$ cat src/rtl/panel_pkg.sv
package panel_pkg;

    // e-paper spi lines, msb first: dc, sdi, cs, clk
    typedef logic [3:0] spi_bus_t;

    localparam int SPI_DC  = 3;
    localparam int SPI_SDI = 2; // only relayed, never decoded
    localparam int SPI_CS  = 1;
    localparam int SPI_CLK = 0; // only relayed, never decoded

    // power-off fuze FSM
    typedef enum logic [1:0] {
        ARMED    = 2'd0, // waiting for cs high
        COUNTING = 2'd1, // cs high, dc falls counted
        FIRED    = 2'd2  // latched until reset
    } fuze_state_t;

endpackage

$ cat src/rtl/bridge_pkg.sv
package bridge_pkg;

    // one line level per side
    // bit 0 is the esp32 side, bit 1 the hdmi ddc side
    typedef logic [1:0] line_pair_t;

    localparam int SIDE_A = 0; // esp32
    localparam int SIDE_B = 1; // hdmi

    // stages of one input synchronizer, [0] first flop
    typedef logic [1:0] sync_vec_t;

    // release guard FSM of one open-drain line
    typedef enum logic [1:0] {
        IDLE    = 2'd0, // nobody pulls low
        A_HOLDS = 2'd1, // a low, we pull b
        B_HOLDS = 2'd2, // b low, we pull a
        RELEASE = 2'd3  // one tick guard after letting go
    } bridge_state_t;

endpackage
$ cat src/rtl/esp32_bridge_top.sv
`timescale 1ns/1ns

module esp32_bridge_top
    import panel_pkg::*;
#(
    parameter int DIV_BITS   = 3, // bridge sample tick every 9 clocks
    parameter int FUZE_COUNT = 8  // dc falls that power off
)
(
    input  logic clk,
    input  logic arst_n,

    // esp32 side open-drain i2c
    input  logic scl_a,
    input  logic sda_a,
    output logic scl_a_low,
    output logic sda_a_low,

    // hdmi ddc side open-drain i2c
    input  logic scl_b,
    input  logic sda_b,
    output logic scl_b_low,
    output logic sda_b_low,

    // e-paper spi, esp32 side
    input  logic esp_dc,
    input  logic esp_sdi,
    input  logic esp_cs,
    input  logic esp_clk,
    output logic esp_busy,

    // e-paper spi, panel side
    output logic pnl_dc,
    output logic pnl_sdi,
    output logic pnl_cs,
    output logic pnl_clk,
    input  logic pnl_busy,

    // usb-serial console
    input  logic host_txd,
    output logic host_rxd,
    input  logic esp_txd,
    output logic esp_rxd,

    output logic shutdown   // power-off request
);

    logic     tick;
    spi_bus_t esp_bus;
    spi_bus_t pnl_bus;
    logic     dc_q;
    logic     cs_q;

    tick_gen #(
        .DIV_BITS (DIV_BITS)
    ) u_tick (
        .clk    (clk),
        .arst_n (arst_n),
        .tick   (tick)
    );

    // one bridge per i2c line, same tick
    i2c_line_bridge u_scl (
        .clk    (clk),
        .arst_n (arst_n),
        .tick   (tick),
        .a_in   (scl_a),
        .b_in   (scl_b),
        .a_low  (scl_a_low),
        .b_low  (scl_b_low)
    );

    i2c_line_bridge u_sda (
        .clk    (clk),
        .arst_n (arst_n),
        .tick   (tick),
        .a_in   (sda_a),
        .b_in   (sda_b),
        .a_low  (sda_a_low),
        .b_low  (sda_b_low)
    );

    assign esp_bus = {esp_dc, esp_sdi, esp_cs, esp_clk};
    assign {pnl_dc, pnl_sdi, pnl_cs, pnl_clk} = pnl_bus;

    eink_relay u_relay (
        .clk      (clk),
        .arst_n   (arst_n),
        .esp_bus  (esp_bus),
        .pnl_bus  (pnl_bus),
        .pnl_busy (pnl_busy),
        .esp_busy (esp_busy),
        .dc_q     (dc_q),
        .cs_q     (cs_q)
    );

    shutdown_fuze #(
        .FUZE_COUNT (FUZE_COUNT)
    ) u_fuze (
        .clk      (clk),
        .arst_n   (arst_n),
        .dc       (dc_q),
        .cs       (cs_q),
        .shutdown (shutdown)
    );

    // console straight through, no clocking
    assign esp_rxd  = host_txd;
    assign host_rxd = esp_txd;

endmodule

$ cat src/rtl/shutdown_fuze.sv
`timescale 1ns/1ns

module shutdown_fuze
    import panel_pkg::*;
#(
    parameter int FUZE_COUNT = 8 // dc falls needed to fire
)
(
    input  logic clk,
    input  logic arst_n,
    input  logic dc,        // registered dc from the relay
    input  logic cs,        // registered cs from the relay
    output logic shutdown   // power-off request, sticky
);

    localparam int CNT_W = $clog2(FUZE_COUNT + 1);

    fuze_state_t      state;
    logic             dc_prev;
    logic [CNT_W-1:0] fall_cnt;
    logic             dc_fall;

    assign dc_fall = dc_prev & ~dc;

    always_ff @(posedge clk or negedge arst_n)
    begin
        if (!arst_n)
        begin
            state    <= ARMED;
            dc_prev  <= 1'b0;
            fall_cnt <= '0;
        end
        else
        begin
            dc_prev <= dc;
            case (state)
                ARMED:
                begin
                    fall_cnt <= '0;
                    if (cs)
                        state <= COUNTING;
                end
                COUNTING:
                begin
                    if (!cs)
                    begin
                        state    <= ARMED;    // gesture broken, start over
                        fall_cnt <= '0;
                    end
                    else if (dc_fall)
                    begin
                        if (fall_cnt == CNT_W'(FUZE_COUNT - 1))
                            state <= FIRED;   // last fall seen
                        fall_cnt <= fall_cnt + 1'b1;
                    end
                end
                FIRED:
                begin
                    state <= FIRED;           // only reset leaves
                end
                default:
                begin
                    state <= ARMED;
                end
            endcase
        end
    end

    assign shutdown = (state == FIRED);

endmodule

$ cat src/rtl/eink_relay.sv
`timescale 1ns/1ns

module eink_relay
    import panel_pkg::*;
(
    input  logic     clk,
    input  logic     arst_n,
    input  spi_bus_t esp_bus,   // from esp32
    output spi_bus_t pnl_bus,   // to panel header
    input  logic     pnl_busy,  // from panel
    output logic     esp_busy,  // back to esp32
    output logic     dc_q,      // registered dc for the fuze
    output logic     cs_q       // registered cs for the fuze
);

    spi_bus_t bus_q;   // outward stage
    logic     busy_q;  // inward stage

    // single register stage each way
    // removes glitches from the long esp32 routing
    always_ff @(posedge clk or negedge arst_n)
    begin
        if (!arst_n)
        begin
            bus_q  <= '0;
            busy_q <= 1'b0;
        end
        else
        begin
            bus_q  <= esp_bus;
            busy_q <= pnl_busy;
        end
    end

    assign pnl_bus  = bus_q;
    assign esp_busy = busy_q;

    // same flops feed the fuze, no second copy
    assign dc_q = bus_q[SPI_DC];
    assign cs_q = bus_q[SPI_CS];

endmodule

$ cat src/rtl/i2c_line_bridge.sv
`timescale 1ns/1ns

module i2c_line_bridge
    import bridge_pkg::*;
(
    input  logic clk,
    input  logic arst_n,
    input  logic tick,    // sampling strobe
    input  logic a_in,    // esp32 side line level
    input  logic b_in,    // hdmi side line level
    output logic a_low,   // pull-low enable toward esp32
    output logic b_low    // pull-low enable toward hdmi
);

    sync_vec_t     a_sync;     // a_in synchronizer
    sync_vec_t     b_sync;     // b_in synchronizer
    line_pair_t    lvl;        // synchronized levels, both sides
    bridge_state_t state;
    bridge_state_t state_nxt;

    // 2-flop synchronizers
    // preset high so the lines read idle out of reset
    always_ff @(posedge clk or negedge arst_n)
    begin
        if (!arst_n)
        begin
            a_sync <= '1;
            b_sync <= '1;
        end
        else
        begin
            a_sync <= {a_sync[0], a_in};
            b_sync <= {b_sync[0], b_in};
        end
    end

    assign lvl[SIDE_A] = a_sync[1];
    assign lvl[SIDE_B] = b_sync[1];

    // next state, only taken on tick
    always_comb
    begin
        state_nxt = state;
        case (state)
            IDLE:
            begin
                if (!lvl[SIDE_A])
                    state_nxt = A_HOLDS;  // a wins when both low
                else if (!lvl[SIDE_B])
                    state_nxt = B_HOLDS;
            end
            A_HOLDS:
            begin
                // b reads low because of our own pull, watch a only
                if (lvl[SIDE_A])
                    state_nxt = RELEASE;
            end
            B_HOLDS:
            begin
                if (lvl[SIDE_B])          // mirror case, watch b only
                    state_nxt = RELEASE;
            end
            RELEASE:
            begin
                // line we drove is still rising through the sync
                // so skip this sample entirely
                state_nxt = IDLE;
            end
            default:
            begin
                state_nxt = IDLE;
            end
        endcase
    end

    always_ff @(posedge clk or negedge arst_n)
    begin
        if (!arst_n)
            state <= IDLE;
        else if (tick)
            state <= state_nxt;   // slow sampling rate
    end

    // enables decoded straight from state
    // so they only move on the cycle after a tick
    assign b_low = (state == A_HOLDS);
    assign a_low = (state == B_HOLDS);

endmodule

$ cat src/rtl/tick_gen.sv
`timescale 1ns/1ns

module tick_gen #(
    parameter int DIV_BITS = 3 // tick every 1 + 2**DIV_BITS clocks
)
(
    input  logic clk,
    input  logic arst_n,
    output logic tick     // one clock wide strobe
);

    logic [DIV_BITS:0] cnt; // one bit wider than the power of two

    // counts 0 .. 2**DIV_BITS, top bit set for a single cycle
    always_ff @(posedge clk or negedge arst_n)
    begin
        if (!arst_n)
            cnt <= '0;
        else if (cnt[DIV_BITS])
            cnt <= '0;              // wrap right after the tick
        else
            cnt <= cnt + 1'b1;
    end

    assign tick = cnt[DIV_BITS];

endmodule

$ cat config.mk
export PLATFORM = sky130hd
export DESIGN_NAME = esp32_bridge_top
export DESIGN_NICKNAME = d
export VERILOG_FILES = /design/src/rtl/panel_pkg.sv /design/src/rtl/bridge_pkg.sv /design/src/rtl/esp32_bridge_top.sv /design/src/rtl/shutdown_fuze.sv /design/src/rtl/eink_relay.sv /design/src/rtl/i2c_line_bridge.sv /design/src/rtl/tick_gen.sv
export SDC_FILE = /design/constraint.sdc
export NUM_CORES = 1
export LEC_CHECK = 0
export BUFFER_PORTS_ARGS = -buffer_cell sky130_fd_sc_hd__buf_2
export CAP_MARGIN = 25
export CORE_MARGIN = 10
export CORE_UTILIZATION = 42
export DETAILED_ROUTE_END_ITERATION = 16
export PLACE_DENSITY_LB_ADDON = 0.3
export SLEW_MARGIN = 20
export SYNTH_ARGS = -nofsm -noshare
export SYNTH_HDL_FRONTEND = slang
export SYNTH_SLANG_ARGS = --single-unit
export TNS_END_PERCENT = 1
$ cat constraint.sdc
create_clock -name clk -period 3.1 [get_ports clk]
set_input_delay 0.155 -clock clk [delete_from_list [all_inputs] [get_ports clk]]
set_output_delay 0.155 -clock clk [all_outputs]
set_load 0.1 [all_outputs]
**Word-level counts from Yosys, hierarchy flattened**

Index checks and enable logic that the tools add are counted.

- Bitwise gates (word level): 2
- Reductions and logical operators: 8
- Equal/unequal tests: 18
- Multiplexer cells: 19
- Add/subtract/negate cells: 2

Operator list:

| kind | count |
|---|---|
| 2-to-1 mux 2 bit | 12 |
| one-hot mux 2 bit (4 select lines) | 2 |
| 2-to-1 mux 4 bit | 3 |
| equality test 2 bit, second input constant | 5 |
| adder 4 x 1 -> 4 bit, second input constant | 2 |
| inequality test 2 x 1 -> 1 bit, second input constant | 4 |
| one-hot mux 4 bit (2 select lines) | 1 |
| AND reduction 4 bit | 2 |
| equality test 2 x 1 -> 1 bit, second input constant | 3 |
| logical NOT 2 bit | 3 |
| inequality test 3 x 2 -> 1 bit, second input constant | 2 |
| inequality test 3 bit, second input constant | 2 |
| one-hot mux 2 bit (3 select lines) | 1 |
| equality test 4 x 3 -> 1 bit, second input constant | 1 |
| AND reduction 3 bit | 1 |
| inequality test 2 bit, second input constant | 1 |
| AND reduction 2 bit | 1 |
| nonzero test 2 bit | 1 |
| AND 1 bit | 1 |
| NOT 1 bit | 1 |

- Register bits: 28
- Input bits: 13
- Word-level logic and storage cells: 61
- Output and inout bits: 12

**Longest topological paths before layout**

Gate-level depths: netlist (run 1).

- Depth after elaboration: 5
- Mapped depth: 5
- Gate-level depth less buffers: 5

**Hierarchy**

A second synthesis (run 1) with hierarchy kept.

- Cell total of the unflattened synthesis: 103
- Area total of the unflattened synthesis: 1,262.5 um^2

By module, submodules not included:

| module | sequential area each (um^2) | cells each | times used | area each (um^2) |
|---|---|---|---|---|
| i2c_line_bridge | 155.1 | 24 | 2 | 297.8 |
| shutdown_fuze | 175.2 | 36 | 1 | 366.6 |
| tick_gen | 100.1 | 10 | 1 | 145.1 |
| eink_relay | 125.1 | 7 | 1 | 140.1 |
| esp32_bridge_top | 0.0 | 2 | 1 | 15.0 |

**Worst setup path before layout (run 1)**

OpenSTA, ideal clock, no wires.

- Kind: flip-flop to flip-flop
- Start point: register u_sda.state[0]
- End point: register u_sda.state[0]
- Setup time: 126 ps
- Data arrival time: 1,963 ps
- Required time: 2,974 ps
- Stages on the path, launching flop included: 6
- Buffers on the path: 0
- Period minus slack after synthesis: 2,089 ps
- Slack: 1,011 ps
- Cells stage by stage: dfrtp_1 inv_1 ha_1 nand2b_1 and3_1 a221o_1

- Longest elaborated chain between the ends: 3
- Elaborated cells between the ends (all ways): 9
- Classes of those cells: eq/ne (6); mux (1); reduce/logical (2)

Ends and longest elaborated chain:

| item | RTL line | RTL |
|---|---|---|
| from (decl) | i2c_line_bridge.sv:18 | `bridge_state_t state;` |
| from (signal assigned) | i2c_line_bridge.sv:81 | `state <= state_nxt;` |
| equality test 2 bit * | -- |  |
| net sda_a_low | esp32_bridge_top.sv:17 | `output logic sda_a_low,` |
| inequality test 2 x 1 -> 1 bit (no line) | -- |  |
| AND reduction 4 bit (no line) | -- |  |

The timed path passes the listed nets; every way through them passes the cells marked *.
A chain may end at the register's enable or synchronous reset.

**Final worst setup path (run 1)**

- Start point: register u_sda.state[0]
- End point: output port sda_a_low

- Longest elaborated chain between the ends: 1

Ends and longest elaborated chain:

| item | RTL line | RTL |
|---|---|---|
| equality test 2 bit | i2c_line_bridge.sv:87 | `assign a_low = (state == B_HOLDS);` |
| to (decl) | esp32_bridge_top.sv:17 |  |

Every way passes these cells.

==> results of run 1 <==
routing by layer:
layer,up-vias,wire (um)
met2,14,1180
met5,-,0
li1,411,-
met3,5,107
met4,0,42
met1,421,875
worst min path at each step:
stage	start	end
6_report	host_txd	esp_rxd
5_1_grt	host_txd	esp_rxd
4_1_cts	esp_txd	host_rxd
3_5_place_dp	arst_n	u_relay.pnl_bus[0]$_DFF_PN0_
3_3_place_gp	arst_n	u_relay.pnl_bus[0]$_DFF_PN0_
2_1_floorplan	arst_n	u_fuze.dc_prev$_DFF_PN0_
timing repair:
item,4_1_cts,5_1_grt
gates resized for setup,0,0
hold buffers,10,0
endpoints found under the setup margin,0,0
endpoints found under the hold margin,29,0
cell families (layout without fill, tap and decap cells):
group           Yosys count  in the layout  share of synthesized area (%)
simple gates             36             36                           17.6
flops                    28             28                           58.1
compound gates           15             15                           8.91
buf+inv                  11             41                           4.71
fa+ha+maj                 8              8                           8.19
mux                       2              2                           1.74
xor+xnor                  1              1                          0.717
cells in the mapped netlist, types with 2 or more instances:
| cell type | instances | area share, % |
|---|---|---|
| sky130_fd_sc_hd__inv_1 | 7 | 2.1 |
| sky130_fd_sc_hd__nand4b_1 | 2 | 1.4 |
| sky130_fd_sc_hd__buf_4 | 2 | 1.2 |
| sky130_fd_sc_hd__nor2_1 | 7 | 2.1 |
| sky130_fd_sc_hd__and3_1 | 2 | 1.0 |
| sky130_fd_sc_hd__a31oi_1 | 2 | 1.0 |
| sky130_fd_sc_hd__and4_1 | 3 | 2.1 |
| sky130_fd_sc_hd__nand2b_1 | 5 | 2.6 |
| sky130_fd_sc_hd__dfstp_2 | 8 | 17 |
| sky130_fd_sc_hd__nor2b_1 | 5 | 2.6 |
| sky130_fd_sc_hd__a21oi_1 | 2 | 0.82 |
| sky130_fd_sc_hd__nand2_1 | 6 | 1.8 |
| sky130_fd_sc_hd__ha_1 | 8 | 8.2 |
| sky130_fd_sc_hd__a31o_2 | 2 | 1.4 |
| sky130_fd_sc_hd__o21ai_0 | 3 | 1.2 |
| sky130_fd_sc_hd__dfrtp_1 | 20 | 41 |
where the power goes:
group | switching [uW] | internal (uW) | leakage [uW]
sequential | 27.6 | 405 | 0.000334
combinational | 340 | 114 | 0.000334
clock | 102 | 71.9 | 0.0000210
total | 469 | 590 | 0.000689
cell type report:
cell class              count  area [um2]
fillers                   257        1320
multi-input cells          62         454
clock buffers               4        36.3
inverters                   7        26.3
flip-flops and latches     28         711
repair buffers             30         200
well taps                  31        38.8
through the flow:
step	cells	hold slack (ns)	worst slack (ns)
after floorplan	101	-0.141	1.01
after global placement	148	0.194	1.77
after detailed placement	148	0.201	1.67
after CTS	162	0.311	1.43
after global routing	162	0.310	1.33
final	162	0.310	1.45
worst register-to-register path, delay by kind of cell, from the launching register on:
| family | cells | cell delay (ns) |
|---|---|---|
| compound gates | 1 | 0.31 |
| fa+ha+maj | 1 | 0.20 |
| buf+inv | 1 | 0.11 |
| flops | 1 | 0.43 |
| simple gates | 2 | 0.31 |
flip-flops by register name, summed over array words and instances, names as in the netlist:
register          cells
u_fuze.dc_prev        1
u_sda.b_sync          2
u_relay.esp_busy      1
u_fuze.state          2
u_scl.b_sync          2
u_scl.state           2
u_relay.pnl_bus       4
u_fuze.fall_cnt       4
u_tick.cnt            4
u_scl.a_sync          2
u_sda.a_sync          2
u_sda.state           2
==> impl_summary.md, run 1 <==
Outcome
The run finished with clean final reports.

Synthesis
The number of enable flip-flop cells after synthesis is 0. The mean post-synth cell area is ~12 um2. The prevailing post-synth register cell is sky130_fd_sc_hd__dfrtp_1. The sequential element share of the synthesized area is approximately three fifths. The Yosys warning count is 0. After synthesis, the share of flip-flops with an asynchronous set or reset is 100%. The net count after synthesis is between 100 and 150. Synthesis handed over a netlist of between 100 and 150 instances. The number of unique standard cell types used by synthesis is 33.

In this run, synthesis produced a sequential element count of 28. The synthesized cell area is about 0.0012 mm2.

Worst setup path
Counting cells, the worst reg-to-reg path comes to 5. The launching point of the worst reg2reg path is u_sda.state[0]$_DFFE_PN0P_. The slowest stage of the critical path is the sky130_fd_sc_hd__buf_2 cell. The arrival time of data at the critical path endpoint is between 1 and 1.5 ns. Counting both buffers and inverters, the worst setup path holds a total of 2. The worst setup path is launched from a register.

The endpoint identified for the worst register-to-register timing path is u_sda.state[0]$_DFFE_PN0P_. In this run the worst setup path begins at u_sda.state[0]$_DFFE_PN0P_. The critical path start-end classification is register to output pin. The signal on the critical path passes through inv_1, ha_1, buf_2. The most critical setup path has its endpoint at sda_a_low.

The critical path endpoint category is an output pin. On the critical path the largest part of the delay comes from buffers and inverters. The required time of the critical path is just under 3 ns. The worst register-to-register path has a setup slack of around 1.7 ns.

The critical path crosses 3 cells after its start point. Of all nets on the critical path, the largest fanout is 3. The largest single stage delay on the critical path is around 0.44 ns.

Floorplanning
Row generation in the floorplan step produced 19 rows. The core box area is roughly 0.0028 mm2. The number of ports placed on the die boundary is 25. The starting utilization of the core area is a little over two fifths.

The chip height is approximately 74 um. The die covers 0.00547 mm2. The die is 74.0 um wide.

STA
In this run the tightest slew margin relative to its limit is 60.0%. The clock skew after layout is 0.00233 ns. The fmax is 0.607 GHz. The shortest clock period the worst path allows after layout is roughly 1.6 ns. The transition time at the pin with the least slew margin is around 0.60 ns. The worst path uses 53.2% of the clock period. After routing, the total negative slack on setup checks comes to 0 ns. The number of pins exceeding their max-slew limit in the final report is 0.

Setup repair after global routing left no endpoint under its margin. The final hold violation count is 0. Setup violations remaining at the end of the flow were counted as 0.

Global routing
The first-pass GRT wire length is 3750 um. Entering global routing, the biggest net connects 29 pins. The initial antenna violation count was 0. The global-route usage over all layers is between 8 and 9%. For this run, global-route usage on met1 was measured as under 10%. The number of global-route vias before repair is 890. Global routing used 2.53% of the available met3 tracks.

The final global-route overflow total is 0. The met2 demand-to-capacity share in global routing is between 10% and 20%. After global routing, the most crowded layer is met2.

CTS
After clock tree synthesis, the setup repair step added 0 buffers. Clock-pin slew was measured on the worst setup and hold paths at roughly 0.14 ns. The later pin in the worst-skew pair is clocked with a latency of between 0.3 and 0.4 ns. Buffers inserted during clock tree synthesis total 3. The maximum buffer depth of the clock tree is 2. The clock tree root driver cell is sky130_fd_sc_hd__clkbuf_4. CTS built an H-tree with a depth of 1. Clock tree synthesis found a total of 28 sinks.

The CTS tree is done.

Cells and area
In the layout the commonest cells are sky130_fd_sc_hd__buf_2, sky130_fd_sc_hd__dfrtp_1, sky130_fd_sc_hd__dlygate4sd3_1. The net count of the finished layout is roughly 150. 0 antenna diodes ended up in the layout.

The fraction of layout instances using a drive strength above 1 is a little over a quarter. The finished cells cover about 0.0015 mm2. The share of the core filled with cells in the final layout is between 50% and 60%.

Relative to the synthesized area, the layout overhead comes to 20.0%.

Place
The post-place instance area is about 0.0013 mm2. Routability-driven placement finished with a final weighted congestion of between 0.8 and 0.9. During placement, the flow inserted port buffers numbering 20.

Summed over all nets, the half-perimeter wirelength after detailed placement is 1600 um.

Min path
Counting instances, the worst hold path has a depth of 0. The class of the worst hold path is primary input to output pin.

Route
The detailed router's first-iteration violation count is 21. Summed over all layers, the routed wires come to roughly 2200 um. Once detail routing completed, the nets flagged for antenna violations numbered 0. Dividing the detail-routed via count by the number of cells gives ~5.3. Detailed routing inserted a total of 851 vias.

Before antenna repair, the detailed router went through 4 iterations. The final routed wire length divided by cell count is ~14 um. After detailed routing, the number of remaining DRC violations is 0.

Power and ir drop
The worst-case IR drop observed on VDD is about 0.55 mV. The leakage dissipation is between 0.0006 and 0.0007 uW. The power per unit of standard cell area is roughly 720 mW/mm2. The sum of internal, switching and leakage power is approximately 1100 uW.

Job
The number of max-capacitance violations reported is 0.
Power figures use the tool's default switching activity.
==> run 2, diff against run 1 <==
- clock period: 3.1 -> 1.6 ns (I/O delays scaled with it)
==> run 2 against run 1 <==
  * Clock power rose by 84%
  * Count of clock-buffer cells in the layout did not move
  * Clock skew about the same
  * Cell count unchanged
  * Total power rose by 95%
  * Sequential power increased by 94%
==> impl_summary.md, run 2 (synthesized netlist as in run 1, its figures left out) <==
Floorplanning
The floorplan step defined a core boundary enclosing around 0.0028 mm2. The floorplan has 19 rows. The number of ports placed on the die boundary is 25.

Measured along the y axis, the die boundary spans between 70 and 80 um. The die outline area is approximately 0.0055 mm2. From left edge to right edge, the die measures around 74 um. The starting utilization of the core area is between 40% and 50%.

Cells and area
The relative area change from synthesis to final layout is 21.6%. Leaving out fill and tap cells, the most frequent cell in the layout is sky130_fd_sc_hd__dfrtp_1. The antenna diode count is 0.

The library cells used most frequently in the layout, excluding fill and tap cells, are sky130_fd_sc_hd__dfrtp_1, sky130_fd_sc_hd__buf_2, sky130_fd_sc_hd__dlygate4sd3_1. The number of non-filler instances in the completed layout is between 150 and 200. The fraction of layout instances using a drive strength above 1 is between 20% and 30%. Measured on the finished design, the core utilization comes to 53.4%. The final net count is 153. After filler insertion, the fill cell instance count of the layout stands at between 200 and 250.

Global routing
The total overflow left after global routing is 0. Global routing consumed, over all layers together, around 8.6% of the routing resources. Entering global routing, the biggest net connects 29 pins. The first-pass GRT wire length is ~3800 um. The initial antenna violation count is 0. The number of global-route vias before repair came to approximately 930.

Place
Routability-driven placement finished with a final weighted congestion of 0.830. The number of placed instances, taps included, is between 100 and 150. The number of port buffers is 20. Once detailed placement completed, the half-perimeter wirelength came to between 1500 and 2000 um.

Route
The routed layout has between 800 and 900 vias. The post-detailed-route via-to-cell ratio is ~5.2. The routed wire length is between 2000 and 2500 um. The detailed router's first-iteration violation count is 26.

In the routed design, unresolved DRC markers number 0. Dividing the detail-routed wire length by the instance count gives 13.4 um. The iteration count of the initial detailed-routing pass is 2. In this run the remaining antenna-violating nets after routing total 0.

Outcome
The run finished with clean final reports.

STA
Between clock sinks in the finished design, the worst skew comes to 0.00263 ns. The worst slew margin relative to its limit is around three fifths. For this run, the top clock speed supported by timing is just under 0.7 GHz.

In the finished design, the share of the clock period the worst path needs comes to roughly nine tenths. For the pin with the worst max-slew slack, the measured transition is 0.607 ns. The total setup violations reported at the end of the flow is 0.

The shortest clock period the worst path allows after layout is ~1.5 ns. The final hold violation count is 0. The hold slack is 0.160 ns.

Setup repair after global routing left no endpoint under its margin. The number of pins exceeding their max-slew limit in the final report is 0.

CTS
The clock latency on the worst-skew pair is 0.31 ns. The clock sink count is 28. The root buffer cell chosen for the clock tree is sky130_fd_sc_hd__clkbuf_4. TritonCTS built the clock tree. The number of buffers added by the clock tree synthesis step is 3.

The buffer count from post-CTS setup fixing is 0. The maximum buffer depth of the clock tree is 2. The clock transition at the register clock pins on the worst setup and hold paths after CTS is about 0.13 ns. CTS built an H-tree with a depth of 1.

Power and ir drop
Of the total power, the share spent switching nets is 43.5%. The internal portion of the total power is between 1000 and 1500 uW. Sequential cells account for roughly 40% of the total power.

The leakage dissipation is about 0.00068 uW. The net switching power is around 900 uW. The sum of internal, switching and leakage power is a little over 2000 uW. Per report_power, the clock group accounts for between 10% and 20% of the total. The power per unit of standard cell area is between 1000 and 1500 mW/mm2. The maximum vdd drop is 1.31 mV. The share of total power dissipated in combinational logic is roughly 44%.

Worst setup path
The critical path in this run is classified as register to output pin. The critical path endpoint category is an output pin. The arrival time of data at the critical path endpoint is 1.39 ns.

STA puts the critical path data required time at around 1.5 ns. Of all nets on the critical path, the largest fanout is 8. The startpoint type of the worst setup path is a register.

Min path
The tightest min-delay check is of the primary input to output pin type.

Job
Across the run, the number of max-cap violations was 0.
[run 2: changes by cell type in the layout (fill, tap and decap cells not counted)]
cell,previous run,this run
sky130_fd_sc_hd__buf_2,20,15
sky130_fd_sc_hd__clkbuf_4,3,8
sky130_fd_sc_hd__ha_1,8,6
sky130_fd_sc_hd__ha_2,0,2
sky130_fd_sc_hd__nor2_1,7,6
sky130_fd_sc_hd__nor2_2,0,1
[run 2: per-stage QoR]
step           setup TNS [ns]  worst slack (ns)  cell area (um2)
6_report                    0             0.134             1490
3_3_place_gp                0             0.264             1340
4_1_cts                     0            0.0168             1470
5_1_grt                     0            0.0323             1490
3_5_place_dp                0             0.196             1340
2_1_floorplan           -1.15            -0.448             1230
[run 2: critical path: stages (launching register included)]
cell	delay [ns]
sky130_fd_sc_hd__dfrtp_1	0.50
sky130_fd_sc_hd__inv_1	0.11
sky130_fd_sc_hd__nor2_2	0.13
sky130_fd_sc_hd__clkbuf_4	0.34
[run 2: final timing paths]
check	from	to	slack (ns)	depth (start not counted)
max	u_fuze.state[1]$_DFFE_PN0P_	shutdown	0.13	3
min	host_txd	esp_rxd	0.16	0
max reg2reg	u_scl.state[1]$_DFFE_PN0P_	u_scl.state[1]$_DFFE_PN0P_	0.18	5
min reg2reg	u_scl.a_sync[0]$_DFF_PN1_	u_scl.a_sync[1]$_DFF_PN1_	0.36	0
max in group asynchronous	arst_n	u_fuze.fall_cnt[3]$_DFFE_PN0P_	0.91	2
min in group asynchronous	arst_n	u_relay.pnl_bus[2]$_DFF_PN0_	0.30	2
[run 2: final cells by class]
type / instances / area [um2] / share of cell area [%]
multi-input cells: 62 / 462 / 31.1
well taps: 31 / 38.8 / 2.61
inverters: 7 / 26.3 / 1.77
clock buffers: 4 / 36.3 / 2.44
repair buffers: 30 / 213 / 14.3
flip-flops and latches: 28 / 711 / 47.8
[run 2: what timing repair did]
item / CTS / global route
gates resized for setup: 0 / 5
hold endpoints to repair: 29 / 0
endpoints found under the setup margin: 0 / 5
hold buffers: 10 / 0
[run 2: power by group through the flow]
| stage | clock [uW] | sequential, uW | combinational, uW |
|---|---|---|---|
| finish | 321 | 836 | 914 |
| global route | 378 | 850 | 992 |
| CTS | 344 | 837 | 894 |
| detailed placement | 0 | 850 | 872 |
| global placement | 0 | 844 | 841 |
| floorplan | 0 | 885 | 729 |
[run 2: routing by layer]
metal,vias up,routed length (um),track usage [%]
li1,414,-,-
met1,414,878,8.21
met2,16,1170,16.8
met3,2,109,2.53
met4,0,12,3.31
met5,-,0,0
